File: config.mk
export PLATFORM = sky130hd
export DESIGN_NAME = registerFile
export DESIGN_NICKNAME = d
export VERILOG_FILES = /design/src/riscvPkg.sv /design/src/registerFile.sv
export SDC_FILE = /design/constraint.sdc
export NUM_CORES = 2
export LEC_CHECK = 0
export BUFFER_PORTS_ARGS = -buffer_cell sky130_fd_sc_hd__buf_2
export CAP_MARGIN = 20
export CORE_MARGIN = 4
export CORE_UTILIZATION = 48
export CTS_BUF_LIST = sky130_fd_sc_hd__clkbuf_8 sky130_fd_sc_hd__clkbuf_16
export CTS_CLUSTER_DIAMETER = 120
export DETAILED_ROUTE_END_ITERATION = 10
export GPL_ROUTABILITY_DRIVEN = 0
export PLACE_DENSITY = 0.64
export SYNTH_ARGS = -nofsm -noshare
export SYNTH_HDL_FRONTEND = slang
export SYNTH_SLANG_ARGS = --single-unit
File: constraint.sdc
create_clock -name CLK -period 3.8 [get_ports CLK]
set_input_delay 1.14 -clock CLK [delete_from_list [all_inputs] [get_ports CLK]]
set_output_delay 1.14 -clock CLK [all_outputs]
set_load 0.01 [all_outputs]
File: src/riscvPkg.sv
`default_nettype none

package riscvPkg;

    localparam int XLEN       = 32;
    localparam int REG_COUNT  = 32;
    localparam int IMEM_WORDS = 64;          // Program words
    localparam int DMEM_WORDS = 64;          // Data words
    localparam int IMEM_IDX_W = $clog2(IMEM_WORDS);
    localparam int DMEM_IDX_W = $clog2(DMEM_WORDS);

    typedef logic [XLEN-1:0] word_t;         // Data or address word
    typedef logic [4:0]      regAddr_t;      // Register index

    localparam word_t RESET_PC = '0;         // First fetch address

    // Base opcodes of the supported subset
    typedef enum logic [6:0] {
        OP     = 7'b0110011,
        OPIMM  = 7'b0010011,
        LOAD   = 7'b0000011,
        STORE  = 7'b0100011,
        BRANCH = 7'b1100011
    } opcode_t;

    // funct3 codes for R-type and I-type arithmetic
    localparam logic [2:0] F3_ADDSUB = 3'b000;
    localparam logic [2:0] F3_SLT    = 3'b010;
    localparam logic [2:0] F3_OR     = 3'b110;
    localparam logic [2:0] F3_AND    = 3'b111;

    typedef enum logic [1:0] {
        CLASS_ADD   = 2'b00,                 // Address calculation
        CLASS_SUB   = 2'b01,                 // beq compare
        CLASS_FUNCT = 2'b10                  // Taken from funct3 / funct7
    } aluClass_t;

    typedef enum logic [3:0] {
        ALU_AND = 4'b0000,
        ALU_OR  = 4'b0001,
        ALU_ADD = 4'b0010,
        ALU_SUB = 4'b0110,
        ALU_SLT = 4'b0111
    } aluOp_t;

    typedef struct packed {
        logic      regWrite;
        logic      memWrite;
        logic      memToReg;
        logic      aluSrcImm;
        logic      branch;
        aluClass_t aluClass;
    } ctrl_t;

    // One entry per retired instruction
    typedef struct packed {
        logic     regWrite;
        regAddr_t rd;
        word_t    wbData;
    } retire_t;

endpackage

`default_nettype wire
File: src/registerFile.sv
`default_nettype none

module registerFile (
    input  logic               CLK,
    input  logic               reset,
    input  riscvPkg::regAddr_t rs1,
    input  riscvPkg::regAddr_t rs2,
    input  riscvPkg::regAddr_t rd,
    input  riscvPkg::word_t    wbData,
    input  logic               regWrite,
    output riscvPkg::word_t    rs1Data,
    output riscvPkg::word_t    rs2Data
);

    riscvPkg::word_t regs [riscvPkg::REG_COUNT];

    always_ff @(posedge CLK) begin
        if (reset) begin
            for (int i = 0; i < riscvPkg::REG_COUNT; i++) begin
                regs[i] <= '0;
            end
        end else if (regWrite && (rd != '0)) begin
            regs[rd] <= wbData;     // x0 never written
        end
    end

    // Old value is visible during a same-cycle write
    assign rs1Data = (rs1 == '0) ? '0 : regs[rs1];
    assign rs2Data = (rs2 == '0) ? '0 : regs[rs2];

endmodule

`default_nettype wire

---- Word level (Yosys, flattened, before mapping) ----
Memory sizes are Yosys's and may differ from the RTL's.
Cells that the tools add are included.
word-level totals
  bits in registers ....................... 0
  bits in latches ......................... 0
  memory bits (writable) .................. 1,024
  ROM bits ................................ 0
  bits of input ports ..................... 50
  output and inout port bits .............. 64
  logic and storage cells ................. 16
  memories ................................ 1
memories
  memory  words  bits a word  rd ports  clocked after Yosys merged registers in  write ports  RTL line            source
  regs    32     32           2         0                                        32           registerFile.sv:15  riscvPkg::word_t regs [riscvPkg::REG_COUNT];
operators by class
  add/subtract/negate cells ............... 0
  multiply operators ...................... 0
  divide/modulo/power cells ............... 0
  order comparisons ....................... 0
  eq/ne operators ......................... 0
  shift-type cells ........................ 0
  mux-type cells .......................... 10
  bitwise operators ....................... 0
  reduce and logical (&&, ||, !) cells .... 5
operator list
  operator             number
  2-to-1 mux 32 bit    3
  OR reduction 32 bit  1
  logical NOT 5 bit    2
  2-to-1 mux 1 bit     6
  2-to-1 mux 5 bit     1
  nonzero test 5 bit   1
  logical AND 1 bit    1

---- Depth between registers and ports, before layout ----
  word-level depth ........................ 7
  mapped depth ............................ 9
  gate-level depth less buffers ........... 4

---- Worst setup path before layout ----
Ideal clock, no wire load.
  path kind ............................... input to output
  start ................................... in rs2[2]
  end ..................................... out rs2Data[17]
  data arrival time ....................... 2.800 ns
  slack ................................... -0.140 ns
  stages .................................. 7
  path buffers ............................ 3
  path through ............................ buf_2 -> buf_2 -> buf_1 -> mux4_2 -> a22o_1 -> a2111oi_1 -> nor3_1
on the way
  word-level cells in the longest chain between the ends .. 2
  elaborated cells on any way between the ends .. 3
  classes of those cells .................. 1 x mux; 1 x reduce/logical; 1 x memory
ends and longest elaborated chain
  what                                                            RTL line            source
  start: declaration                                              registerFile.sv:7   input riscvPkg::regAddr_t rs2,
  memory read (32 x 32 bit) or logical NOT 5 bit (tied branches)  --
  2-to-1 mux 32 bit (*)                                           registerFile.sv:29  assign rs2Data = (rs2 == '0) ? '0 : regs[rs2];
  end: declaration                                                registerFile.sv:12  output riscvPkg::word_t rs2Data
Mark *: on every way between the ends. The rest lies on a longest branch, timed or not.

---- Final worst setup path ----
  start ................................... in rs1[1]
  end ..................................... out rs1Data[8]
on the way
  word-level cells in the longest chain between the ends .. 2
  elaborated cells on any way between the ends .. 3
  classes of those cells .................. 1 x mux; 1 x reduce/logical; 1 x memory
ends and longest elaborated chain
  what                                                            RTL line            source
  start: declaration                                              registerFile.sv:6   input riscvPkg::regAddr_t rs1,
  memory read (32 x 32 bit) or logical NOT 5 bit (tied branches)  --
  2-to-1 mux 32 bit (*)                                           registerFile.sv:28  assign rs1Data = (rs1 == '0) ? '0 : regs[rs1];
  end: declaration                                                registerFile.sv:11  output riscvPkg::word_t rs1Data,
Marked as above.

==> reports/results.tsv <==
metric	value	unit
type of the tightest min-delay check	primary input to flop	
ys async rst share	0	%
commonest cells after routing, fill and taps aside	1024 x edfxtp_1, 993 x and2_1, 472 x mux4_2	
Setup CP Type	primary input to primary output	
Cells after Synth	3502	
Most Used Layer, Global Route	met2	
# setup viols final	64	
GR Util met1	43.48	%
Primary FF master, synth	edfxtp_1	
Most flops, register	regs	
Slowest-stage cell, CP	mux4_2	
die extent in x	344.2	microns
Root Driver	clkbuf_16	
Unique masters post-synth	42	
WL per Instance	35.42	microns
Crit Path Max Fanout	9	
met3 Resource Use GR	8.278	%
IO Pins	114	
Pre-antenna DRT Iters	5	
final WL	194600	microns
Largest register FFs	1024	
Layout Area Growth over Synthesis	24.92	%
first-pass GRT wire length	275500	microns
Critical Path Max Stage Delay	0.58	ns
maxcap violations	0	
Final Max Slew Viols	0	
LEAKAGE	24.10	nW
total gr overflow	0	
most common cell after layout, fill and taps aside	edfxtp_1	
fmax	231.7	MHz
Hold Path Origin	wbData[28]	
final instance area	67770	sq um
clock sink count	1024	
DRC marker count from the first detailed-route iteration	4471	
Mapped Area	54250	sq um
RSZ-0062 raised after global routing	yes	
crit share post-route	113.6	%
Synth warnings	0	
Startpoint Class	primary input	
TritonCTS clock tree	built	
post-layout min period	4.317	ns
DR vias/cell	6.638	
largest net degree at the start of global routing	64	
number of port buffers	113	
Bufs on Longest Clock Path	3	
Layout Nets	3939	
CTS H-tree lvls	3	
relative slew slack	34.09	%
Clock Pin Slew Worst Setup and Hold Paths	0.06	ns
WP data arrival	3.18	ns
Critical Path RT	2.66	ns
fill count	8216	
power per cell area	419.8	nW/um^2
final number of hold-violating endpoints	0	
fraction of layout cells with a size suffix above 1	40.64	%
crit-path cells	buf_16 > buf_12 > buf_4 > buf_12 > mux4_2 > mux4_2 > o22ai_4 > nor3_2 > buf_2	
std cell rows	123	
hpwl dp	119400	microns
average cell area after synthesis	15.49	sq um
Post-DRT Antenna Nets	0	
Starting Density	48.29	%
status	finished with violations	
crit end category	primary output	
Tot GR Track Use	32.83	%
total vias in the final route	36460	
DP Area	60330	sq um
die area	118500	sq um
Hold Slack	1.063	ns
Residual DRC	0	
initial antenna violation count	19	
Peak VDD IR	491.4	uV
Die Ht	344.2	microns
core footprint	112300	sq um
crit path from	rs1[1]	
Slew @ Worst Pin	0.9887	ns
Post-CTS Hold Buffers	0	
Seq/Total Area, Yosys	56.68	%
final worst slack	-0.5167	ns
flops & latches, synth	1024	
cts bufs inserted	110	
vias in the first global route	37830	
Regs by FF count	regs: 1024 flops	
violated checks	negative setup slack	
met2 Use GR	50.56	%
EDFF count, synth	1024	
## cell families after synthesis
| logic type | share of synthesized area [%] |
|---|---|
| multiplexers | 22.98 |
| flip-flops | 56.68 |
| buffers and inverters | 3.351 |
| AO/OA/AOI/OAI | 3.651 |
| AND/OR/NAND/NOR | 13.33 |
| other | 0.006912 |
## layout make-up
class	count	area, sq um	share of cell area, %
Sequential cell	1024	30750	45.37
Timing Repair Buffer	631	7164	10.57
Clock inverter	89	638.1	0.9416
Antenna cell	14	35.03	0.05169
Inverter	2	7.507	0.01108
Clock buffer	113	2828	4.172
Tap cell	1500	1877	2.769
Multi-Input combinational cell	2120	24470	36.11
## where the power goes
| group | internal [mW] | total, mW | switching, mW |
|---|---|---|---|
| clock network | 5.95 | 10.6 | 4.61 |
| registers | 13.1 | 13.4 | 0.361 |
| logic | 2.13 | 4.47 | 2.34 |
| total | 21.1 | 28.5 | 7.31 |
## worst max-delay path: cells and delay by family
family,cells,cell delay [ns]
multiplexers,2,1.07
buffers and inverters,5,0.67
AND/OR/NAND/NOR,1,0.08
AO/OA/AOI/OAI,1,0.20
## synth_stat cells (7+ instances only)
cell type  instances  area (sq um)
a2111oi_0         14         122.6
a2111oi_1         41         410.4
a211oi_1           7         52.55
a21oi_1           12         60.06
a22o_1            51         446.7
a22oi_1           16         120.1
and2_1           995          6225
buf_1             11         41.29
buf_2             46         230.2
buf_4             38         285.3
buf_6             21         236.5
clkbuf_1         271          1017
edfxtp_1        1024         30750
mux2_2            30         337.8
mux2i_1          150          1501
mux4_2           472         10630
nand2_1            7         26.28
nor2_1            36         135.1
nor2b_1           14         87.58
nor3_1            54         270.3
o22ai_1          103         644.4
or2_2             33         206.5
## stage by stage
step           total power, mW  setup TNS (ns)  utilization, %  setup slack (ns)  instances
6_report                 28.45          -24.48           60.32           -0.5167       5493
5_1_grt                  29.18          -26.01           60.30           -0.5190       5480
4_1_cts                  28.33          -25.30           59.89           -0.5134       5475
3_5_place_dp             17.39          -35.67           53.70           -0.9259       5165
3_3_place_gp             17.28          -43.46           53.68            -1.003       5163
2_1_floorplan            15.69         -0.6871               -          -0.04102       3533
## repair_timing
| item | CTS | global route |
|---|---|---|
| pin swaps | 119 | 81 |
| setup buffers | 94 | 23 |
| setup endpoints to repair | 64 | 64 |
| resized for setup | 351 | 116 |
| cloned | 29 | 2 |
## per-layer routing
layer  part of all wire, %  wire [microns]
met5                 0.033              64
met4                   6.0           11690
met3                    11           22370
met2                    46           89600
met1                    36           70840
## worst paths after layout
path  slack [ns]  cells past startpoint            to
max        -0.52                      9    rs1Data[8]
min         1.06                      2  regs[12][28]
(Power assumes the default switching activity.)
