File: src/riscvPkg.sv
`default_nettype none

package riscvPkg;

    localparam int XLEN       = 32;
    localparam int REG_COUNT  = 32;
    localparam int IMEM_WORDS = 64;          // Program words
    localparam int DMEM_WORDS = 64;          // Data words
    localparam int IMEM_IDX_W = $clog2(IMEM_WORDS);
    localparam int DMEM_IDX_W = $clog2(DMEM_WORDS);

    typedef logic [XLEN-1:0] word_t;         // Data or address word
    typedef logic [4:0]      regAddr_t;      // Register index

    localparam word_t RESET_PC = '0;         // First fetch address

    // Base opcodes of the supported subset
    typedef enum logic [6:0] {
        OP     = 7'b0110011,
        OPIMM  = 7'b0010011,
        LOAD   = 7'b0000011,
        STORE  = 7'b0100011,
        BRANCH = 7'b1100011
    } opcode_t;

    // funct3 codes for R-type and I-type arithmetic
    localparam logic [2:0] F3_ADDSUB = 3'b000;
    localparam logic [2:0] F3_SLT    = 3'b010;
    localparam logic [2:0] F3_OR     = 3'b110;
    localparam logic [2:0] F3_AND    = 3'b111;

    typedef enum logic [1:0] {
        CLASS_ADD   = 2'b00,                 // Address calculation
        CLASS_SUB   = 2'b01,                 // beq compare
        CLASS_FUNCT = 2'b10                  // Taken from funct3 / funct7
    } aluClass_t;

    typedef enum logic [3:0] {
        ALU_AND = 4'b0000,
        ALU_OR  = 4'b0001,
        ALU_ADD = 4'b0010,
        ALU_SUB = 4'b0110,
        ALU_SLT = 4'b0111
    } aluOp_t;

    typedef struct packed {
        logic      regWrite;
        logic      memWrite;
        logic      memToReg;
        logic      aluSrcImm;
        logic      branch;
        aluClass_t aluClass;
    } ctrl_t;

    // One entry per retired instruction
    typedef struct packed {
        logic     regWrite;
        regAddr_t rd;
        word_t    wbData;
    } retire_t;

endpackage

`default_nettype wire
File: src/dataMem.sv
`default_nettype none

module dataMem (
    input  logic            CLK,
    input  logic            reset,
    input  riscvPkg::word_t addr,
    input  riscvPkg::word_t wrData,
    input  logic            memWrite,
    output riscvPkg::word_t rdData
);

    riscvPkg::word_t mem [riscvPkg::DMEM_WORDS];

    logic [riscvPkg::DMEM_IDX_W-1:0] wordIdx;

    assign wordIdx = addr[riscvPkg::DMEM_IDX_W+1:2];  // Low two bits ignored

    always_ff @(posedge CLK) begin
        if (reset) begin
            for (int i = 0; i < riscvPkg::DMEM_WORDS; i++) begin
                mem[i] <= '0;
            end
        end else if (memWrite) begin
            mem[wordIdx] <= wrData;
        end
    end

    assign rdData = mem[wordIdx];

endmodule

`default_nettype wire

File: config.mk
export PLATFORM = sky130hd
export DESIGN_NAME = dataMem
export DESIGN_NICKNAME = d
export VERILOG_FILES = /design/src/riscvPkg.sv /design/src/dataMem.sv
export SDC_FILE = /design/constraint.sdc
export NUM_CORES = 2
export LEC_CHECK = 0
export BUFFER_PORTS_ARGS = -buffer_cell sky130_fd_sc_hd__buf_2
export CORE_MARGIN = 2
export CORE_UTILIZATION = 33
export DETAILED_ROUTE_END_ITERATION = 16
export GPL_ROUTABILITY_DRIVEN = 0
export PLACE_DENSITY = 0.51
export SLEW_MARGIN = 20
export SYNTH_ARGS = -nofsm -noshare
export SYNTH_HDL_FRONTEND = slang
export SYNTH_SLANG_ARGS = --single-unit
export TNS_END_PERCENT = 1
File: constraint.sdc
create_clock -name CLK -period 4 [get_ports CLK]
set_clock_uncertainty 0.05 [all_clocks]
set_input_delay 0.4 -clock CLK [delete_from_list [all_inputs] [get_ports CLK]]
set_output_delay 0.4 -clock CLK [all_outputs]
set_load 0.02 [all_outputs]
Word level (Yosys, flattened, before mapping)
Memory sizes are Yosys's and may differ from the RTL's.
Index checks and enable logic that the tools add are counted.
{"block": "totals", "regBits": 0, "ramBits": 2048, "input_bits": 67, "out_inout_bits": 32, "word_cells": 10, "n_memories": 1}
{"name": "mem", "depth": 64, "word_bits": 32, "read_ports": 1, "rd_ports_with_merged_regs": 0, "write_ports": 64, "line": "dataMem.sv:12", "source": "riscvPkg::word_t mem [riscvPkg::DMEM_WORDS];"}
{"block": "classes", "muxes": 8, "n_reduce_logical": 1}
{"cell": "2-to-1 mux 32 bit", "n": 1}
{"cell": "OR reduction 32 bit", "n": 1}
{"cell": "2-to-1 mux 1 bit", "n": 6}
{"cell": "2-to-1 mux 6 bit", "n": 1}

Depth between registers and ports, before layout
{"block": "logic_depth", "word_depth": 5, "mapped_depth": 11, "ltp_nobuf": 6}

Worst setup path after synthesis
Ideal clock, no wire load.
{"block": "synth_path", "path_kind": "input to output", "start": "in addr[4]", "end": "out rdData[1]", "t_arrival_ps": 2337, "t_required_ps": 3550, "path_slack_ps": 1213, "cell_stages": 9, "n_path_buf": 5, "cell_sequence": "buf_6 > buf_6 > buf_6 > buf_2 > buf_1 > mux4_2 > mux2i_1 > o22ai_1 > or4_1"}
{"block": "synth_between", "elab_chain_len": 1}
{"element": "start: declaration", "line": "dataMem.sv:6", "source": "input riscvPkg::word_t addr,"}
{"element": "memory read (64 x 32 bit)"}
{"element": "end: declaration", "line": "dataMem.sv:9", "source": "output riscvPkg::word_t rdData"}
Every way passes these cells.

Worst setup path in the final report
{"block": "layout_path", "start": "in addr[2]", "end": "out rdData[25]"}
Same word-level chain as after synthesis.

==> flow_results.org <==
** Run status
- The run finished, with violations left.
- Violated checks :: setup timing

** Clocking
- Counting every sink on the clock net gives 2048.
- The number of setup buffers added after CTS is 0.
- TritonCTS clock tree :: built
- Counting along the longest clock path gives a buffer depth of 3.
- Number of hold buffers added after cts :: 0
- Clock transition at the register clock pins on the worst setup and hold paths after CTS :: 0.06 ns
- Maximum level of the CTS H-tree :: 4
- TritonCTS buffer count :: 219
- Clk Tree Root Cell :: sky130_fd_sc_hd__clkbuf_16

** STA
- Subtracting the final worst setup slack from the clock period gives 4.04 ns.
- In the finished design, the share of the clock period the worst path needs comes to 1.01.
- The number of max-slew violations in the final report was 0.
- In this run the tightest slew margin relative to its limit is 0.234.
- Setup repair after global routing could not meet its margin everywhere.
- Hold violation count in the final report :: 0
- Across all setup checks in the final design, the least slack found is -0.0427 ns.
- Static timing analysis puts the maximum clock frequency at about 250 MHz.
- Slew at the pin closest to its max-slew limit :: about 1.1 ns
- Setup violations remaining at the end of the flow were counted as 2.
- Worst hold slack across all endpoints :: approximately 0.10 ns

** Critical path
- Element type at the critical path start :: input pin
- Data arrives at the worst endpoint at 3.59 ns.
- STA classifies the critical path endpoint as an output pin.
- The worst setup path is of the in -> out kind.
- Launch point of the critical path :: addr[2]
- Data required, critical path :: 3.55 ns
- Along the worst path, the maximum fanout reaches 26.

** Logic synthesis
- Part of the Yosys area used for sequential elements :: 0.663
- After synthesis the cells add up to between 90000 and 100000 um^2.
- Count of state elements after synthesis :: 2048
- Share of async-settable or async-resettable flops after synthesis :: 0
- Of the post-synthesis cell area, the dominant cell type holds 0.663.
- Dominant synthesized flop cell :: sky130_fd_sc_hd__edfxtp_1
- Count leader, synth :: sky130_fd_sc_hd__and2_1
- Cell types with the largest area share after synthesis :: sky130_fd_sc_hd__edfxtp_1 (66%), sky130_fd_sc_hd__and2_1 (14%), sky130_fd_sc_hd__a22oi_1 (3.0%)
- Syn Area/Cell :: 13.3 um^2
- Unique cell type count in the Yosys netlist :: 57
- Post-Synthesis Net Count :: 7037
- Cells after synthesis :: between 6000 and 7000
- Most frequent cells after synthesis :: sky130_fd_sc_hd__and2_1 (2051), sky130_fd_sc_hd__edfxtp_1 (2048), sky130_fd_sc_hd__clkbuf_1 (566)
- Area leader, netlist :: sky130_fd_sc_hd__edfxtp_1
- Number of flops mapped to enable cells by yosys :: 2048
- Count of warnings emitted by yosys :: 0

** Layout
- Final layout net count :: 7108
- Register bank with the most flops :: mem
- Area Growth Syn to Fin :: 15.3%
- Storage cell area :: 61500 um^2
- Fill cells in the final layout number 26397.
- Post-route cell area :: 107000 um^2
- Multi-input gate area :: 28400 um^2
- Regs by FF count :: mem: 2048 flops
- Of the cells placed in the final design, the portion with a size suffix greater than 1 is 0.166.
- The register with the most flip-flops in the layout has 2048 of them.

** Place
- Cell area after placement :: 100000 um^2
- Port-buffer cells :: 72
- Detailed placement finished with a half-perimeter wire length of 203 mm.

** Global routing
- Antenna violations before repair :: 47
- Global routing met1 resource utilization :: 0.307
- Overflow left after global routing :: 0
- The global routing stage identified its most utilized layer as met2.
- In the global route stage, met2 resource usage came out at 0.355.
- Routing usage on met3 :: 0.0484
- Global-route wire length before repair :: 461 mm
- Via count of the first global-routing pass :: 58876
- Across every metal layer, demand over resource in global routing totals 0.225.
- Entering global routing, the biggest net connects 89 pins.

** Detailed routing
- The first detailed-routing pass ran for 5 iterations.
- In the final routed layout, each cell accounts on average for 29.9 um.
- The detailed router finished its first iteration with 6986 violations.
- The routed layout has 59939 vias.
- In the routed design, unresolved DRC markers number 0.
- After detailed routing, the total wire length is 328 mm.
- Once detail routing completed, the nets flagged for antenna violations numbered 0.
- In the routed layout, each cell is associated on average with a via count of 5.47.

** Floorplanning
- The floorplan step set the die height to 534 um.
- 99 I/O pins were placed.
- Std-Cell Core Area :: 280000 um^2
- In this run the horizontal extent of the chip is 534 um.
- Row Count :: 194
- The die covers 285000 um^2.
- For this configuration, the core starts out at a cell density of 0.332.

** Power
- For this design the ratio of total power to cell area is ~450 nW/um^2.
- Static leakage :: approximately 37 nW
- Max VDD drop :: 0.000352 V

** Min path
- Hold_sp :: wrData[21]
- The tightest min-delay check is of the in -> reg type.

** Flow run
- Across the run, the number of max-cap violations was 0.
[per-stage QoR]
stage,utilization,instances,total power [mW],setup TNS (ns),worst slack (ns)
after global placement,0.358,10544,29.7,-1.34,-0.413
final,0.383,10964,48.6,-0.0510,-0.0427
after global routing,0.382,10937,49.9,-0.0182,-0.0182
after floorplan,-,6970,27.4,0,1.21
after CTS,0.382,10935,48.9,-0.0247,-0.0247
after detailed placement,0.358,10544,29.7,-1.33,-0.365
[worst paths after layout]
path                endpoint  cells past startpoint
setup / recovery  rdData[25]                     12
hold / removal    mem[9][21]                      2
[timing repair]
action	4_1_cts	5_1_grt
gates resized for setup	10	2
pin swaps	1	1
setup endpoints to repair	6	4
[layer usage]
| metal | up-vias | wire length, um |
|---|---|---|
| li1 | 25910 | - |
| met1 | 31114 | 139000 |
| met2 | 2415 | 151000 |
| met3 | 476 | 26700 |
| met4 | 24 | 11700 |
| met5 | - | 149 |
[where the power goes]
part	switching [mW]	internal (mW)
logic	3.03	1.30
registers	0.293	24.7
clock network	8.72	10.6
[kinds of logic (layout without fill, tap and decap cells)]
logic type      Yosys count  count (layout)  share of synthesized area
flops                  2048            2048                      0.663
other cells               0              29                          0
buf+inv                 773            1014                     0.0341
simple gates           2536            2536                      0.164
compound gates         1326            1326                      0.103
mux                     287             287                     0.0369
[cell type report]
| class | count | share of cell area |
|---|---|---|
| well taps | 3724 | 0.0436 |
| diodes | 29 | 0.000678 |
| multi-input cells | 4149 | 0.266 |
| clock buffers | 284 | 0.0535 |
| inverters | 3 | 0.000175 |
| flip-flops and latches | 2048 | 0.575 |
| clock inverters | 107 | 0.00841 |
| repair buffers | 620 | 0.0532 |
[cells in the final DEF, fill, tap and decap left out, types with 13 or more instances in the layout]
cell | netlist | layout
sky130_fd_sc_hd__a21oi_1 | 136 | 135
sky130_fd_sc_hd__mux2i_1 | 152 | 152
sky130_fd_sc_hd__o21ai_0 | 170 | 163
sky130_fd_sc_hd__clkbuf_16 | 0 | 219
sky130_fd_sc_hd__buf_4 | 18 | 465
sky130_fd_sc_hd__a22o_1 | 21 | 21
sky130_fd_sc_hd__a211oi_1 | 26 | 26
sky130_fd_sc_hd__nor2_1 | 180 | 133
sky130_fd_sc_hd__or3_1 | 16 | 15
sky130_fd_sc_hd__a221o_1 | 41 | 41
sky130_fd_sc_hd__buf_12 | 0 | 93
sky130_fd_sc_hd__a221oi_1 | 291 | 291
sky130_fd_sc_hd__o221ai_1 | 18 | 18
sky130_fd_sc_hd__nand2_1 | 80 | 80
sky130_fd_sc_hd__buf_2 | 90 | 59
sky130_fd_sc_hd__clkinv_1 | 0 | 59
sky130_fd_sc_hd__nor2_2 | 18 | 63
sky130_fd_sc_hd__nor3_1 | 43 | 40
sky130_fd_sc_hd__diode_2 | 0 | 29
sky130_fd_sc_hd__clkbuf_1 | 566 | 65
sky130_fd_sc_hd__o31ai_1 | 13 | 13
sky130_fd_sc_hd__mux2_2 | 101 | 101
sky130_fd_sc_hd__clkinv_2 | 0 | 17
sky130_fd_sc_hd__or4_1 | 16 | 16
sky130_fd_sc_hd__and2_1 | 2051 | 2049
sky130_fd_sc_hd__edfxtp_1 | 2048 | 2048
sky130_fd_sc_hd__o211ai_1 | 40 | 40
sky130_fd_sc_hd__or2_2 | 83 | 82
sky130_fd_sc_hd__a22oi_1 | 374 | 374
sky130_fd_sc_hd__mux4_2 | 34 | 34
sky130_fd_sc_hd__o22ai_1 | 162 | 162
[critical path: stages]
cell	delay, ns
sky130_fd_sc_hd__buf_8	0.16
sky130_fd_sc_hd__buf_12	0.22
sky130_fd_sc_hd__and2_4	0.25
sky130_fd_sc_hd__buf_12	0.22
sky130_fd_sc_hd__buf_4	0.18
sky130_fd_sc_hd__a221oi_1	0.26
sky130_fd_sc_hd__nor3_1	0.13
sky130_fd_sc_hd__nor4_4	0.45
sky130_fd_sc_hd__buf_4	0.18
sky130_fd_sc_hd__o211ai_1	0.33
sky130_fd_sc_hd__or3_1	0.53
sky130_fd_sc_hd__buf_2	0.19
(Power assumes the default switching activity.)
