$ cat config.mk
export PLATFORM = sky130hd
export DESIGN_NAME = immGen
export DESIGN_NICKNAME = d
export VERILOG_FILES = /design/src/riscvPkg.sv /design/src/immGen.sv
export SDC_FILE = /design/constraint.sdc
export NUM_CORES = 1
export LEC_CHECK = 0
export BUFFER_PORTS_ARGS = -buffer_cell sky130_fd_sc_hd__buf_2
export CAP_MARGIN = 40
export CORE_AREA = 5 5 42 44
export DETAILED_ROUTE_END_ITERATION = 7
export DIE_AREA = 0 0 47 49
export PLACE_DENSITY_LB_ADDON = 0.25
export SYNTH_ARGS = -nofsm -noshare
export SYNTH_HDL_FRONTEND = slang
export SYNTH_SLANG_ARGS = --single-unit
$ cat constraint.sdc
create_clock -name vclk -period 3.2
set_input_delay 0.32 -clock vclk [all_inputs]
set_output_delay 0.32 -clock vclk [all_outputs]
set_load 0.05 [all_outputs]
$ cat src/riscvPkg.sv
`default_nettype none

package riscvPkg;

    localparam int XLEN       = 32;
    localparam int REG_COUNT  = 32;
    localparam int IMEM_WORDS = 64;          // Program words
    localparam int DMEM_WORDS = 64;          // Data words
    localparam int IMEM_IDX_W = $clog2(IMEM_WORDS);
    localparam int DMEM_IDX_W = $clog2(DMEM_WORDS);

    typedef logic [XLEN-1:0] word_t;         // Data or address word
    typedef logic [4:0]      regAddr_t;      // Register index

    localparam word_t RESET_PC = '0;         // First fetch address

    // Base opcodes of the supported subset
    typedef enum logic [6:0] {
        OP     = 7'b0110011,
        OPIMM  = 7'b0010011,
        LOAD   = 7'b0000011,
        STORE  = 7'b0100011,
        BRANCH = 7'b1100011
    } opcode_t;

    // funct3 codes for R-type and I-type arithmetic
    localparam logic [2:0] F3_ADDSUB = 3'b000;
    localparam logic [2:0] F3_SLT    = 3'b010;
    localparam logic [2:0] F3_OR     = 3'b110;
    localparam logic [2:0] F3_AND    = 3'b111;

    typedef enum logic [1:0] {
        CLASS_ADD   = 2'b00,                 // Address calculation
        CLASS_SUB   = 2'b01,                 // beq compare
        CLASS_FUNCT = 2'b10                  // Taken from funct3 / funct7
    } aluClass_t;

    typedef enum logic [3:0] {
        ALU_AND = 4'b0000,
        ALU_OR  = 4'b0001,
        ALU_ADD = 4'b0010,
        ALU_SUB = 4'b0110,
        ALU_SLT = 4'b0111
    } aluOp_t;

    typedef struct packed {
        logic      regWrite;
        logic      memWrite;
        logic      memToReg;
        logic      aluSrcImm;
        logic      branch;
        aluClass_t aluClass;
    } ctrl_t;

    // One entry per retired instruction
    typedef struct packed {
        logic     regWrite;
        regAddr_t rd;
        word_t    wbData;
    } retire_t;

endpackage

`default_nettype wire
$ cat src/immGen.sv
`default_nettype none

module immGen (
    input  riscvPkg::word_t instruction,
    output riscvPkg::word_t imm
);

    riscvPkg::opcode_t opcode;

    assign opcode = riscvPkg::opcode_t'(instruction[6:0]);

    always_comb begin
        case (opcode)
            riscvPkg::OPIMM,
            riscvPkg::LOAD: begin
                imm = {{20{instruction[31]}}, instruction[31:20]};    // I layout
            end
            riscvPkg::STORE: begin
                imm = {{20{instruction[31]}}, instruction[31:25], instruction[11:7]};
            end
            riscvPkg::BRANCH: begin
                // B layout, bit 0 always zero
                imm = {{19{instruction[31]}}, instruction[31], instruction[7],
                       instruction[30:25], instruction[11:8], 1'b0};
            end
            default: imm = '0;                                        // R-type has none
        endcase
    end

endmodule

`default_nettype wire

Word-level counts from Yosys, hierarchy flattened
Cells that the tools add are included.
Word-level totals
  bits in registers: 0
  input port bits: 32
  word-level logic and storage cells: 6
Operators by class
  equal/unequal tests: 4
  multiplexer cells: 1
  reduce and logical (&&, ||, !) cells: 1
Operator list (number)
  one-hot mux 32 bit (3 select lines): 1
  == test 7 x 2 -> 1 bit, second input constant: 1
  == test 7 x 5 -> 1 bit, second input constant: 1
  == test 7 x 6 -> 1 bit, second input constant: 1
  == test 7 bit, second input constant: 1
  OR reduction 2 bit: 1

Logic depth before layout (Yosys ltp)
Gate-level depths: netlist of run 1.
  depth in word-level cells: 3
  depth in mapped cells: 4

Worst setup path before layout of run 1
OpenSTA, ideal clock, no wires.
  path kind: in2out
  start point: input instruction[2]
  end point: output imm[13]
  data arrival time: 3.382 ns
  required time: 2.880 ns
  path slack: -0.502 ns
  stages on the path: 4
  buffers on the path: 2
  cells stage by stage: nand4bb_1 -> buf_2 -> nor3b_1 -> buf_4
Between the ends
  cells in the longest elaborated chain, start to end: 3
Ends and longest elaborated chain
  start: declaration: RTL line immGen.sv:4  | input riscvPkg::word_t instruction,
  == test 7 x 5 -> 1 bit or == test 7 x 2 -> 1 bit (tied branches): RTL line immGen.sv:13  | case (opcode)
  OR reduction 2 bit: RTL line immGen.sv:13
  one-hot mux 32 bit (3 select lines) *: RTL line immGen.sv:13
  end: declaration: RTL line immGen.sv:5  | output riscvPkg::word_t imm
Every way passes the cells marked *; elsewhere a longest branch is shown, timed or not.

Worst setup path after layout of run 1
  start point: input instruction[2]
  end point: output imm[31]
Same word-level chain as after synthesis.

==> results.md, run 1 <==
* Period minus WS final at 2.04 ns
* Ant diodes at 0
* Die Y at 49 µm
* Iteration-0 DRC Markers at 6
* CP startpoint: instruction[2]
* Die Width at 47 µm
* Final hold vios at 0
* First-pass GRT wire length at 1.86 mm
* # clk buffers at 0
* CTS hold repair buffers at 0
* WS Path Type: primary input to output port
* Setup TNS after final layout at 0 ns
* Status: finished, final reports clean
* Hold crit path type: primary input to output port
* Area growth syn-to-layout at 42.7%
* GP Congestion at 0.601
* Total of max-cap violations at 0
* Initial Util at between 20 and 30%
* Worst vdd ir at 0.0315 mV
* Share of layout cells above drive strength 1 at ~73%
* Overall global routing resource usage at 9.75%
* Yosys Warn Count at 0
* Initial antenna violation count at 0
* Fin nets at approximately 120
* Drt first pass iters at 4
* Row count at 14
* Crit end category: output port
* Hold Startpoint: instruction[26]
* Half-perimeter wire length after detailed placement at 999 µm
* Leakage power at 0.319 nW
* Metal-1 WL at 401 µm
* Wire length on met2 at 626 µm
* Final Cycle Share at ~64%
* Final ANT Viol Nets at 0
* Core area at 0.00140 mm²
* Mapped Cells at 48
* Met3 wire length at 138 µm
* Syn_area_per_cell at between 7 and 8 µm²
* Power Total at 0.0501 mW
* CP Capture Point: imm[31]
* Largest net degree at the start of global routing at 21
* Worst Path Required at 2.88 ns
* Startpoint types: primary input
* Vias in the first global route at between 400 and 500
* Die area at 0.00230 mm²
* PostCTS Resize Cnt at 0
* WL final at 1.17 mm
* Port Buf Inserts at 56
* Dpl cells at 100
* Seq/Total Area, Yosys at 0%
* Least-Margin Pin Slew at 0.534 ns
* Post-CTS setup buffers at 0
* Top sig layer: met3
* Commonest non-fill, non-tap cell in the layout: buf_2
* Crit-path max FO at 20
* Io pins at 64
* Seq cells at 0
* Pwr/cell area at 97.5 mW/mm²
* Fmax at about 0.49 GHz
* Reg area at 0 µm²
* Crit path arrival time at 1.72 ns
* Wire per inst at 11.7 µm
* Syn Nets at 80
* RSZ-0062 raised after global routing: false
* Vias per cell at 4.46
* # DRC at 0
* Most frequent cells in the layout: buf_2 (56), nor3b_1 (6), nand3b_1 (5)
* Finished Layout Cells at 100
* Vias at 446
* Final setup viols at 0
* Pins Over Slew Limit at 0
* Worst slew margin at 64.2%
* Global route overflow at 0
* Cell Area, Synth at 360 µm²
* Netlist cell types at 14
-- power by group --
group | switching (mW) | internal (mW) | total, mW
combinational | 0.0296 | 0.0205 | 0.0501
clock | 0 | 0 | 0
sequential | 0 | 0 | 0
-- cells by family (layout without fill, tap and decap cells) --
family	after synthesis	after routing	synth area share [%]
mux	1	1	3.12
compound gates	6	6	10.1
simple gates	20	20	42.7
buf+inv	21	57	44.1
-- synth_stat cells --
library cell  number  area (µm²)
a21oi_1            4        20.0
or3b_2             2        17.5
nor3b_1            7        52.6
a211oi_1           1        7.51
buf_4             19         143
a221oi_1           1        8.76
nand3b_1           5        37.5
nand4bb_1          1        11.3
or3b_1             2        17.5
buf_6              1        11.3
buf_2              1        5.00
mux2_2             1        11.3
nand3_1            1        5.00
nand2b_1           2        12.5
-- worst max-delay path, cell delays in order --
cell and delay, ns:
buf_2 0.09, nand4bb_1 0.52, nor3b_2 0.29, buf_4 0.21, buf_2 0.29
-- through the flow --
step / utilization (%) / cell area (µm²) / setup WS [ns] / hold WS, ns
6_report: 36.7 / 514 / 1.16 / 1.05
3_5_place_dp: 36.7 / 514 / 1.14 / 1.05
5_1_grt: 36.7 / 514 / 1.01 / 1.06
2_1_floorplan: - / 365 / 0.565 / 0.818
4_1_cts: 36.7 / 514 / 1.13 / 1.05
3_3_place_gp: 36.7 / 514 / 1.13 / 1.05
-- worst min-delay path by stage --
stage / end / slack, ns / cells after the start
after global placement: imm[10] / 1.05 / 3
after CTS: imm[6] / 1.05 / 3
after global routing: imm[8] / 1.06 / 3
final: imm[6] / 1.05 / 3
after floorplan: imm[0] / 0.82 / 1
after detailed placement: imm[6] / 1.05 / 3
-- layer usage --
layer,global-route usage [%],up-vias
met5,0,-
met4,0,0
met3,0.738,0
met2,18.3,26
met1,12.2,195
li1,-,225
-- final cells by class --
class	instances	area, µm²
fillers	169	887
repair buffers	57	288
multi-input cells	27	206
well taps	16	20.0
Note: power is estimated with default switching activity, not from simulation.
==> run 2, diff against run 1 <==
==> constraint.sdc (replaced) <==
create_clock -name vclk -period 1.9
set_input_delay 0.19 -clock vclk [all_inputs]
set_output_delay 0.19 -clock vclk [all_outputs]
set_load 0.05 [all_outputs]
==> run 2 against run 1 <==
Compared with the run above: critical path depth is 1 lower; design area is 6.8% higher; routed wire length is 3.9% lower; first-iteration DRC count decreased by 67%; sequential share of layout area unchanged; power rose by 82%.
==> results.md, run 2 (same netlist as run 1, synthesis figures left out) <==
* FILL cells at 151
* Multi-input gate area at approximately 230 µm²
* Worst hold endpoint: imm[7]
* Vias per cell at ~4.3
* Row count at 14
* Area growth syn-to-layout at 52.4%
* Setup TNS after final layout at 0 ns
* Startpoint types: primary input
* Most frequent cells in the layout: buf_2 (56), nor3b_1 (6), nand3b_1 (5)
* Post-CTS setup buffers at 0
* Status: finished, final reports clean
* WS Path Type: primary input to output port
* Io pins at 64
* # DRC at 0
* First-pass GRT wire length at 1.82 mm
* WL final at 1.12 mm
* Pins Over Slew Limit at 0
* Leakage power at roughly 0.33 nW
* Power Total at 0.0911 mW
* Largest net degree at the start of global routing at 21
* Die Width at approximately 47 µm
* Core area at 0.00140 mm²
* Crit end category: output port
* CTS hold repair buffers at 0
* Ant diodes at 0
* Critical path buffers and inverters at 2
* Combinational cell fraction of total power at 100.0%
* Final Cycle Share at 89.5%
* Final instance area at around 550 µm²
* Hold depth at 3
* Hold crit path type: primary input to output port
* # clk buffers at 0
* Global route overflow at 0
* Die Y at 49 µm
* Fin nets at 119
* Reg area at 0 µm²
* Crit-path max FO at 20
* Crit path arrival time at 1.51 ns
* Share of layout cells above drive strength 1 at 75.3%
* Half-perimeter wire length after detailed placement at 967 µm
* Worst vdd ir at just under 0.07 mV
* Final worst slack at 0.200 ns
* Worst path slowest cell: nor3b_4
* Worst Path Required at 1.71 ns
* GP Congestion at 0.646
* Least-Margin Pin Slew at approximately 0.50 ns
* Initial Util at 25.7%
* Fmax at 0.588 GHz
* Wire per inst at 11.1 µm
* Port Buf Inserts at 56
* Commonest non-fill, non-tap cell in the layout: buf_2
* Worst slew margin at 66.5%
* Switching Fraction at 57.3%
* Total of max-cap violations at 0
* Family with the most delay on the worst path: simple AND/OR/NAND/NOR gates
* Seq cells at 0
* Finished Layout Cells at 101
* CP max stage delay at roughly 0.47 ns
* Iteration-0 DRC Markers at 2
* Crit-path most repeated cell: buf_2
* DP Area at around 550 µm²
* Switching Power at 0.0522 mW
* Die area at 0.00230 mm²
* Drt first pass iters at 2
* Pre-CTS setup slack at 0.151 ns
* Final ANT Viol Nets at 0
* Pwr/cell area at 166 mW/mm²
* Sequential Power Share at 0%
* CP cell instances: buf_2 -> mux2_2 -> nor3b_4 -> buf_2
* PostCTS Resize Cnt at 0
* Overall global routing resource usage at a little under a tenth
* Clock share of power at 0%
* RSZ-0062 raised after global routing: false
* Hold Startpoint: instruction[27]
* Vias at 436
* Period minus WS final at 1.70 ns
* Vias in the first global route at a little over 400
* Final setup viols at 0
* Int Pwr at 0.0389 mW
* Dpl cells at 101
* Final hold vios at 0
* Initial antenna violation count at 0
-- run 2: worst max-delay path by stage --
| stage | startpoint | endpoint | cells after the start |
|---|---|---|---|
| 5_1_grt | instruction[6] | imm[19] | 4 |
| 6_report | instruction[5] | imm[19] | 4 |
| 3_5_place_dp | instruction[6] | imm[19] | 4 |
| 2_1_floorplan | instruction[2] | imm[13] | 4 |
| 3_3_place_gp | instruction[5] | imm[16] | 4 |
| 4_1_cts | instruction[6] | imm[19] | 4 |
-- run 2: cell type report --
cell class,count,share of cell area [%]
repair buffers,58,53.8
multi-input cells,27,42.6
well taps,16,3.64
-- run 2: per-stage QoR --
stage,hold slack (ns),util [%]
after global routing,0.805,39.2
after floorplan,0.481,-
after CTS,0.796,39.2
after global placement,0.792,39.2
final,0.794,39.2
after detailed placement,0.795,39.2
-- run 2: layer usage --
layer	GRT usage, %	wire (µm)	share of wire (%)	vias up
met5	0	0	0	-
met4	0	0	0	0
met1	10.9	398	36	182
met2	18.6	573	51	28
li1	-	-	-	226
met3	1.48	149	13	0
-- run 2: power by group through the flow --
stage                     Sequential (mW)  Clock, mW  Combinational, mW
after global routing                    0          0             0.0987
after floorplan                         0          0             0.0616
after global placement                  0          0             0.0908
final                                   0          0             0.0911
after detailed placement                0          0             0.0919
after CTS                               0          0             0.0921
