<file path="src/riscvPkg.sv">
`default_nettype none

package riscvPkg;

    localparam int XLEN       = 32;
    localparam int REG_COUNT  = 32;
    localparam int IMEM_WORDS = 64;          // Program words
    localparam int DMEM_WORDS = 64;          // Data words
    localparam int IMEM_IDX_W = $clog2(IMEM_WORDS);
    localparam int DMEM_IDX_W = $clog2(DMEM_WORDS);

    typedef logic [XLEN-1:0] word_t;         // Data or address word
    typedef logic [4:0]      regAddr_t;      // Register index

    localparam word_t RESET_PC = '0;         // First fetch address

    // Base opcodes of the supported subset
    typedef enum logic [6:0] {
        OP     = 7'b0110011,
        OPIMM  = 7'b0010011,
        LOAD   = 7'b0000011,
        STORE  = 7'b0100011,
        BRANCH = 7'b1100011
    } opcode_t;

    // funct3 codes for R-type and I-type arithmetic
    localparam logic [2:0] F3_ADDSUB = 3'b000;
    localparam logic [2:0] F3_SLT    = 3'b010;
    localparam logic [2:0] F3_OR     = 3'b110;
    localparam logic [2:0] F3_AND    = 3'b111;

    typedef enum logic [1:0] {
        CLASS_ADD   = 2'b00,                 // Address calculation
        CLASS_SUB   = 2'b01,                 // beq compare
        CLASS_FUNCT = 2'b10                  // Taken from funct3 / funct7
    } aluClass_t;

    typedef enum logic [3:0] {
        ALU_AND = 4'b0000,
        ALU_OR  = 4'b0001,
        ALU_ADD = 4'b0010,
        ALU_SUB = 4'b0110,
        ALU_SLT = 4'b0111
    } aluOp_t;

    typedef struct packed {
        logic      regWrite;
        logic      memWrite;
        logic      memToReg;
        logic      aluSrcImm;
        logic      branch;
        aluClass_t aluClass;
    } ctrl_t;

    // One entry per retired instruction
    typedef struct packed {
        logic     regWrite;
        regAddr_t rd;
        word_t    wbData;
    } retire_t;

endpackage

`default_nettype wire
</file>
<file path="src/alu.sv">
`default_nettype none

module alu (
    input  riscvPkg::aluClass_t aluClass,
    input  logic [2:0]          funct3,
    input  logic                funct7b5,
    input  riscvPkg::word_t     a,
    input  riscvPkg::word_t     b,
    output riscvPkg::word_t     result,
    output logic                zero
);

    riscvPkg::aluOp_t aluOp;
    logic             lessThan;

    // ALU control decode
    always_comb begin
        case (aluClass)
            riscvPkg::CLASS_ADD: aluOp = riscvPkg::ALU_ADD;
            riscvPkg::CLASS_SUB: aluOp = riscvPkg::ALU_SUB;
            riscvPkg::CLASS_FUNCT: begin
                case (funct3)
                    riscvPkg::F3_ADDSUB: aluOp = funct7b5 ? riscvPkg::ALU_SUB : riscvPkg::ALU_ADD;
                    riscvPkg::F3_SLT:    aluOp = riscvPkg::ALU_SLT;
                    riscvPkg::F3_OR:     aluOp = riscvPkg::ALU_OR;
                    riscvPkg::F3_AND:    aluOp = riscvPkg::ALU_AND;
                    default:             aluOp = riscvPkg::ALU_ADD;
                endcase
            end
            default: aluOp = riscvPkg::ALU_ADD;
        endcase
    end

    assign lessThan = $signed(a) < $signed(b);

    always_comb begin
        case (aluOp)
            riscvPkg::ALU_AND: result = a & b;
            riscvPkg::ALU_OR:  result = a | b;
            riscvPkg::ALU_ADD: result = a + b;
            riscvPkg::ALU_SUB: result = a - b;
            riscvPkg::ALU_SLT: result = {{(riscvPkg::XLEN-1){1'b0}}, lessThan};
            default:           result = '0;
        endcase
    end

    assign zero = (result == '0);

endmodule

`default_nettype wire

</file>
<file path="config.mk">
export PLATFORM = sky130hd
export DESIGN_NAME = alu
export DESIGN_NICKNAME = d
export VERILOG_FILES = /design/src/riscvPkg.sv /design/src/alu.sv
export SDC_FILE = /design/constraint.sdc
export NUM_CORES = 1
export LEC_CHECK = 0
export ABC_AREA = 1
export BUFFER_PORTS_ARGS = -buffer_cell sky130_fd_sc_hd__buf_4
export CORE_UTILIZATION = 30
export DETAILED_ROUTE_END_ITERATION = 12
export GPL_TIMING_DRIVEN = 0
export SLEW_MARGIN = 20
export SYNTH_ARGS = -nofsm -noshare
export SYNTH_HDL_FRONTEND = slang
export SYNTH_SLANG_ARGS = --single-unit
</file>
<file path="constraint.sdc">
create_clock -name vclk -period 2.8
set_input_delay 0.42 -clock vclk [all_inputs]
set_output_delay 0.42 -clock vclk [all_outputs]
set_load 0.1 [all_outputs]
</file>
# Word-level counts from Yosys, hierarchy flattened
# Cells that the tools add are included.
# op_classes
addsub	2
n_lt_le_gt_ge	1
n_eq_ne	9
n_mux	4
bitwise_logic	2
reduce_logical	3
# op_table
cell	count
$pmux 32 s5	1
$add 32x32->32	1
$and 32x32->32	1
$logic_not 32->1	1
$lt 32x32->1	1
$or 32x32->32	1
$sub 32x32->32	1
$pmux 3 s4	1
$eq 4x3->1 const B	2
$eq 3x3->1 const B	2
$pmux 3 s2	1
$eq 4x1->1 const B	1
$eq 4x2->1 const B	1
$logic_not 4->1	1
$eq 3x2->1 const B	1
$logic_not 3->1	1
$mux 3	1
$eq 2x1->1 const B	1
$eq 2x2->1 const B	1
# totals
register_bits	0
inputBits	70
elab_cells	21

# Logic depth before layout (Yosys ltp)
# logic_depth
ltp_word	6
depth_mapped	21
mapped_depth_nobuf	20

# Worst setup path before layout
# Ideal clock, no wire load.
# synth_timing
path_type	input to output
startpoint	in a[3]
endpoint	out zero
arrival_time_ns	4.286
t_required_ns	2.380
path_slack_ns	-1.906
cell_stages	16
cell_sequence	inv_1 -> ha_1 -> buf_6 -> nor2_1 -> nand3_1 -> nand3_4 -> nand2_2 -> nand2_2 -> nand2_1 -> nand3_1 -> o2111ai_1 -> nor2_1 -> nand2_1 -> nor2_1 -> nand2_1 -> nor2_1
# synth_between
elab_chain_cells	3
# synth_rtl
element	line	source
start: declaration	alu.sv:7	input riscvPkg::word_t a,
$sub 32x32->32 or $add 32x32->32 (tied branches)	alu.sv:41, alu.sv:40	
$pmux 32 s5 (*)	alu.sv:37	case (aluOp)
named net result[9]	alu.sv:9	output riscvPkg::word_t result,
$logic_not 32->1 (*)	alu.sv:47	assign zero = (result == '0);
end: declaration	alu.sv:10	output logic zero
# The timed path passes the listed nets; every way through them passes the cells marked *.

# Worst setup path in the final report
# layout_timing
startpoint	in a[0]
endpoint	out zero
# layout_between
elab_chain_cells	3
# layout_rtl
element	line	source
$sub 32x32->32 (tied with other cells)	alu.sv:41	riscvPkg::ALU_SUB: result = a - b;
$pmux 32 s5 (*)	alu.sv:37	
$logic_not 32->1 (*)	alu.sv:47	
# Every way passes the cells marked *; elsewhere a longest branch is shown, timed or not.

==> results.md <==
- In this run the worst hold path is classified as input pin to output port.
- The initial antenna violation count is 0.
- The HPWL after detailed placement is 24.03 mm.
- The share of total power in sequential cells is 0%.
- Wires add up to 30.10 mm.
- The vertical extent of the die is 154.4 µm.
- The core box area is 22710 µm².
- The signed area change from the synthesized netlist to the final layout is 58.72%.
- In the routed design, unresolved DRC markers number 0.
- The initial detailed-routing violation count is 507.
- The netlist uses 35 different library cells.
- The global placement routability congestion is 1.000.
- The total count of hold-check failures in the final report came to 0.
- The remaining max-slew budget at the tightest pin is 75.90%.
- The launching element type of the critical path is an input pin.
- The most frequent standard cell in the layout excluding fill and tap cells is sky130_fd_sc_hd__nand2_1.
- 103 I/O pins were placed.
- The smallest clock period supported by the final layout is computed as 3.230 ns.
- In the routed layout, each cell is associated on average with a via count of 4.901.
- The filler cell count is 2386.
- The critical path class is input pin to output port.
- Once layout is done, the placed cells without fillers occupy 11070 µm².
- Leaving out fill and tap cells, the most frequent cells in the layout are sky130_fd_sc_hd__nand2_1, sky130_fd_sc_hd__inv_1, sky130_fd_sc_hd__buf_4.
- In this run the worst path has a maximum fanout of 4.
- The floorplan has 55 rows.
- The net count reported at finish is 1729.
- The final reports fail on negative setup slack.
- Of the total power, combinational logic draws 100.0%.
- The biggest area contributor in the post-synthesis netlist is sky130_fd_sc_hd__nand2_1.
- The first detailed-routing pass took 5 iterations.
- Setup violations remaining at the end of the flow were counted as 7.
- The Yosys step of the flow raised 0 warnings.
- The source of the worst hold timing path is b[31].
- Entering global routing, the biggest net connects 11 pins.
- For the pin with the worst max-slew slack, the measured transition is 0.3599 ns.
- The power spent charging and discharging nets is 0.002335 W.
- The number of antenna diodes in the final layout is 0.
- After synthesis, the largest area contributor takes up 24.01% of total cell area.
- The post-placement setup slack is -1.390 ns.
- The leakage component of the power is 6.046 nW.
- The via count of the first global-routing pass is 8632.
- The maximum vdd ir drop is 0.0003686 V.
- In the final layout, the share of cells above drive strength 1 is 44.34%.
- The global-route total usage across every layer is 24.61%.
- The area after detailed placement is 8343 µm².
- The first-pass GRT wire length is 45.80 mm.
- The die is 154.4 µm wide.
- Across the run, the number of max-cap violations was 0.
- The die covers 23850 µm².
- There are 0 flip-flops and latches.
- Setup total negative slack on the finished layout was measured at -0.8696 ns.
- In this run the tool buffered the top-level ports with 103 buffer cells.
- Registers take 0 µm².
- The worst setup path is captured at an output port.
- The clock share of power is 0%.
- The hold-critical path depth is 7.
- In this run the remaining antenna-violating nets after routing total 0.
- Synthesis produced 1391 cells.
- The post-synthesis instance area is 6972 µm².
- The path with the worst hold slack has its endpoint at result[31].
- The highest clock frequency the design can meet is 0.3096 GHz.
- Setup repair after global routing could not meet its margin everywhere.
- In the finished design, the share of the clock period the worst path needs comes to 115.3%.
- In the final routed layout, each cell accounts on average for 16.35 µm.
- The count of final max-slew check failures came to 0.
- Net switching is 65.90% of the power.
- The number of buffers added to fix hold violations after cts is 0.
- The smallest setup slack after layout is -0.4297 ns.
- Counting the clock-network buffers in the layout gives 0.
- The flow ran to the end, but the final reports show violations.
- The sum of overflow across all layers after global routing is 0.
- The share of the Yosys chip area taken by registers is 0%.
- Averaged over all synthesized cells, the footprint is 5.012 µm².
- Power spread over the standard cell area amounts to 320.2 nW/µm².
- Ranked by total cell area, the synthesized netlist is headed by sky130_fd_sc_hd__nand2_1, sky130_fd_sc_hd__ha_1, sky130_fd_sc_hd__inv_1, sky130_fd_sc_hd__nand3_1, sky130_fd_sc_hd__nor2_1.
- The number of nets handed over by synthesis was 1562.
- The internal cell power is 0.001208 W.
- STA puts the critical path data arrival time at 2.81 ns.
- The number of vias in the routed layout is 9022.
- For the worst setup path, the data required time is 2.38 ns.
- The initial utilization of the core area, before any placement, comes to 30.70%.
-- kinds of logic after synthesis --
| family | after synthesis | share of synthesized area [%] |
|---|---|---|
| AOI/OAI and AO/OA | 103 | 7.950 |
| xor gates and xnor gates | 6 | 0.7538 |
| adders and majority gates | 101 | 18.34 |
| buffers and inverters | 367 | 21.64 |
| and+or+nand+nor | 814 | 51.31 |
-- worst max-delay path by stage --
stage,from,to
floorplan,aluClass[0],zero
global route,b[15],zero
detailed placement,a[0],zero
CTS,a[0],zero
global placement,a[0],zero
finish,a[0],zero
-- layer usage --
metal  track usage (%)  vias to the layer above  part of all wire (%)
met5                 0                        -                     0
met4             5.658                        0                   2.5
met3             2.270                       36                   6.5
met2             41.09                      273                    46
met1             33.96                     4196                    45
li1                  -                     4517                     -
-- through the flow --
| step | util [%] | std cells | hold WS (ns) | total power (W) |
|---|---|---|---|---|
| 3_3_place_gp | 36.74 | 1779 | 1.534 | 0.002576 |
| 6_report | 48.73 | 1841 | 1.487 | 0.003543 |
| 5_1_grt | 48.73 | 1841 | 1.540 | 0.003753 |
| 4_1_cts | 45.81 | 1828 | 1.512 | 0.003223 |
| 2_1_floorplan | - | 1391 | 1.395 | 0.001905 |
| 3_5_place_dp | 36.74 | 1779 | 1.531 | 0.002583 |
-- critical path: stages --
cell and delay (ns):
sky130_fd_sc_hd__buf_12 0.10, sky130_fd_sc_hd__inv_12 0.03, sky130_fd_sc_hd__ha_4 0.15, sky130_fd_sc_hd__fa_2 0.39, sky130_fd_sc_hd__inv_4 0.12, sky130_fd_sc_hd__nand2_4 0.06, sky130_fd_sc_hd__nand3_4 0.10, sky130_fd_sc_hd__nand2_4 0.07
sky130_fd_sc_hd__nand2_4 0.11, sky130_fd_sc_hd__nand2_4 0.07, sky130_fd_sc_hd__nand2_4 0.09, sky130_fd_sc_hd__nand2_1 0.07, sky130_fd_sc_hd__nand3_2 0.09, sky130_fd_sc_hd__nand3_4 0.10, sky130_fd_sc_hd__nor2_4 0.15, sky130_fd_sc_hd__nand2_2 0.08
sky130_fd_sc_hd__nor2_4 0.16, sky130_fd_sc_hd__nand3_4 0.13, sky130_fd_sc_hd__nor2_4 0.14, sky130_fd_sc_hd__buf_12 0.18
-- synth_stat cells (2+ instances only) --
cell	instances
sky130_fd_sc_hd__o211ai_1	3
sky130_fd_sc_hd__nor2_1	140
sky130_fd_sc_hd__nand2_1	446
sky130_fd_sc_hd__buf_4	15
sky130_fd_sc_hd__buf_2	12
sky130_fd_sc_hd__clkinv_1	4
sky130_fd_sc_hd__nor2_2	25
sky130_fd_sc_hd__buf_6	8
sky130_fd_sc_hd__ha_1	99
sky130_fd_sc_hd__nand3_1	121
sky130_fd_sc_hd__xor2_1	6
sky130_fd_sc_hd__inv_2	15
sky130_fd_sc_hd__nand2_2	23
sky130_fd_sc_hd__a21oi_1	69
sky130_fd_sc_hd__inv_1	309
sky130_fd_sc_hd__fa_1	2
sky130_fd_sc_hd__nand2_4	2
sky130_fd_sc_hd__nand4_1	21
sky130_fd_sc_hd__o22ai_1	2
sky130_fd_sc_hd__clkbuf_1	4
sky130_fd_sc_hd__o21ai_0	18
sky130_fd_sc_hd__nor2_4	8
sky130_fd_sc_hd__nand3_2	12
sky130_fd_sc_hd__o21bai_1	7
sky130_fd_sc_hd__or2_2	2
sky130_fd_sc_hd__and2_1	4
sky130_fd_sc_hd__nor3_1	6
-- final cells by class --
cell class                 instances  area (µm²)  area share (%)
buffer                            31       385.4           3.483
inverter                         328        1315           11.88
multi-input combinational       1024        7425           67.10
tap                              285       356.6           3.223
timing repair buffer             173        1584           14.31
-- power by group through the flow --
| stage | sequential [W] | clock (W) | combinational, W |
|---|---|---|---|
| global route | 0 | 0 | 0.00375 |
| global placement | 0 | 0 | 0.00258 |
| detailed placement | 0 | 0 | 0.00258 |
| finish | 0 | 0 | 0.00354 |
| CTS | 0 | 0 | 0.00322 |
| floorplan | 0 | 0 | 0.00190 |
-- what timing repair did --
action	in CTS	in global routing
pin swaps	161	63
setup buffers	50	18
endpoints found under the setup margin	32	27
gates cloned	3	0
resized for setup	481	154
Power figures use the tool's default switching activity.
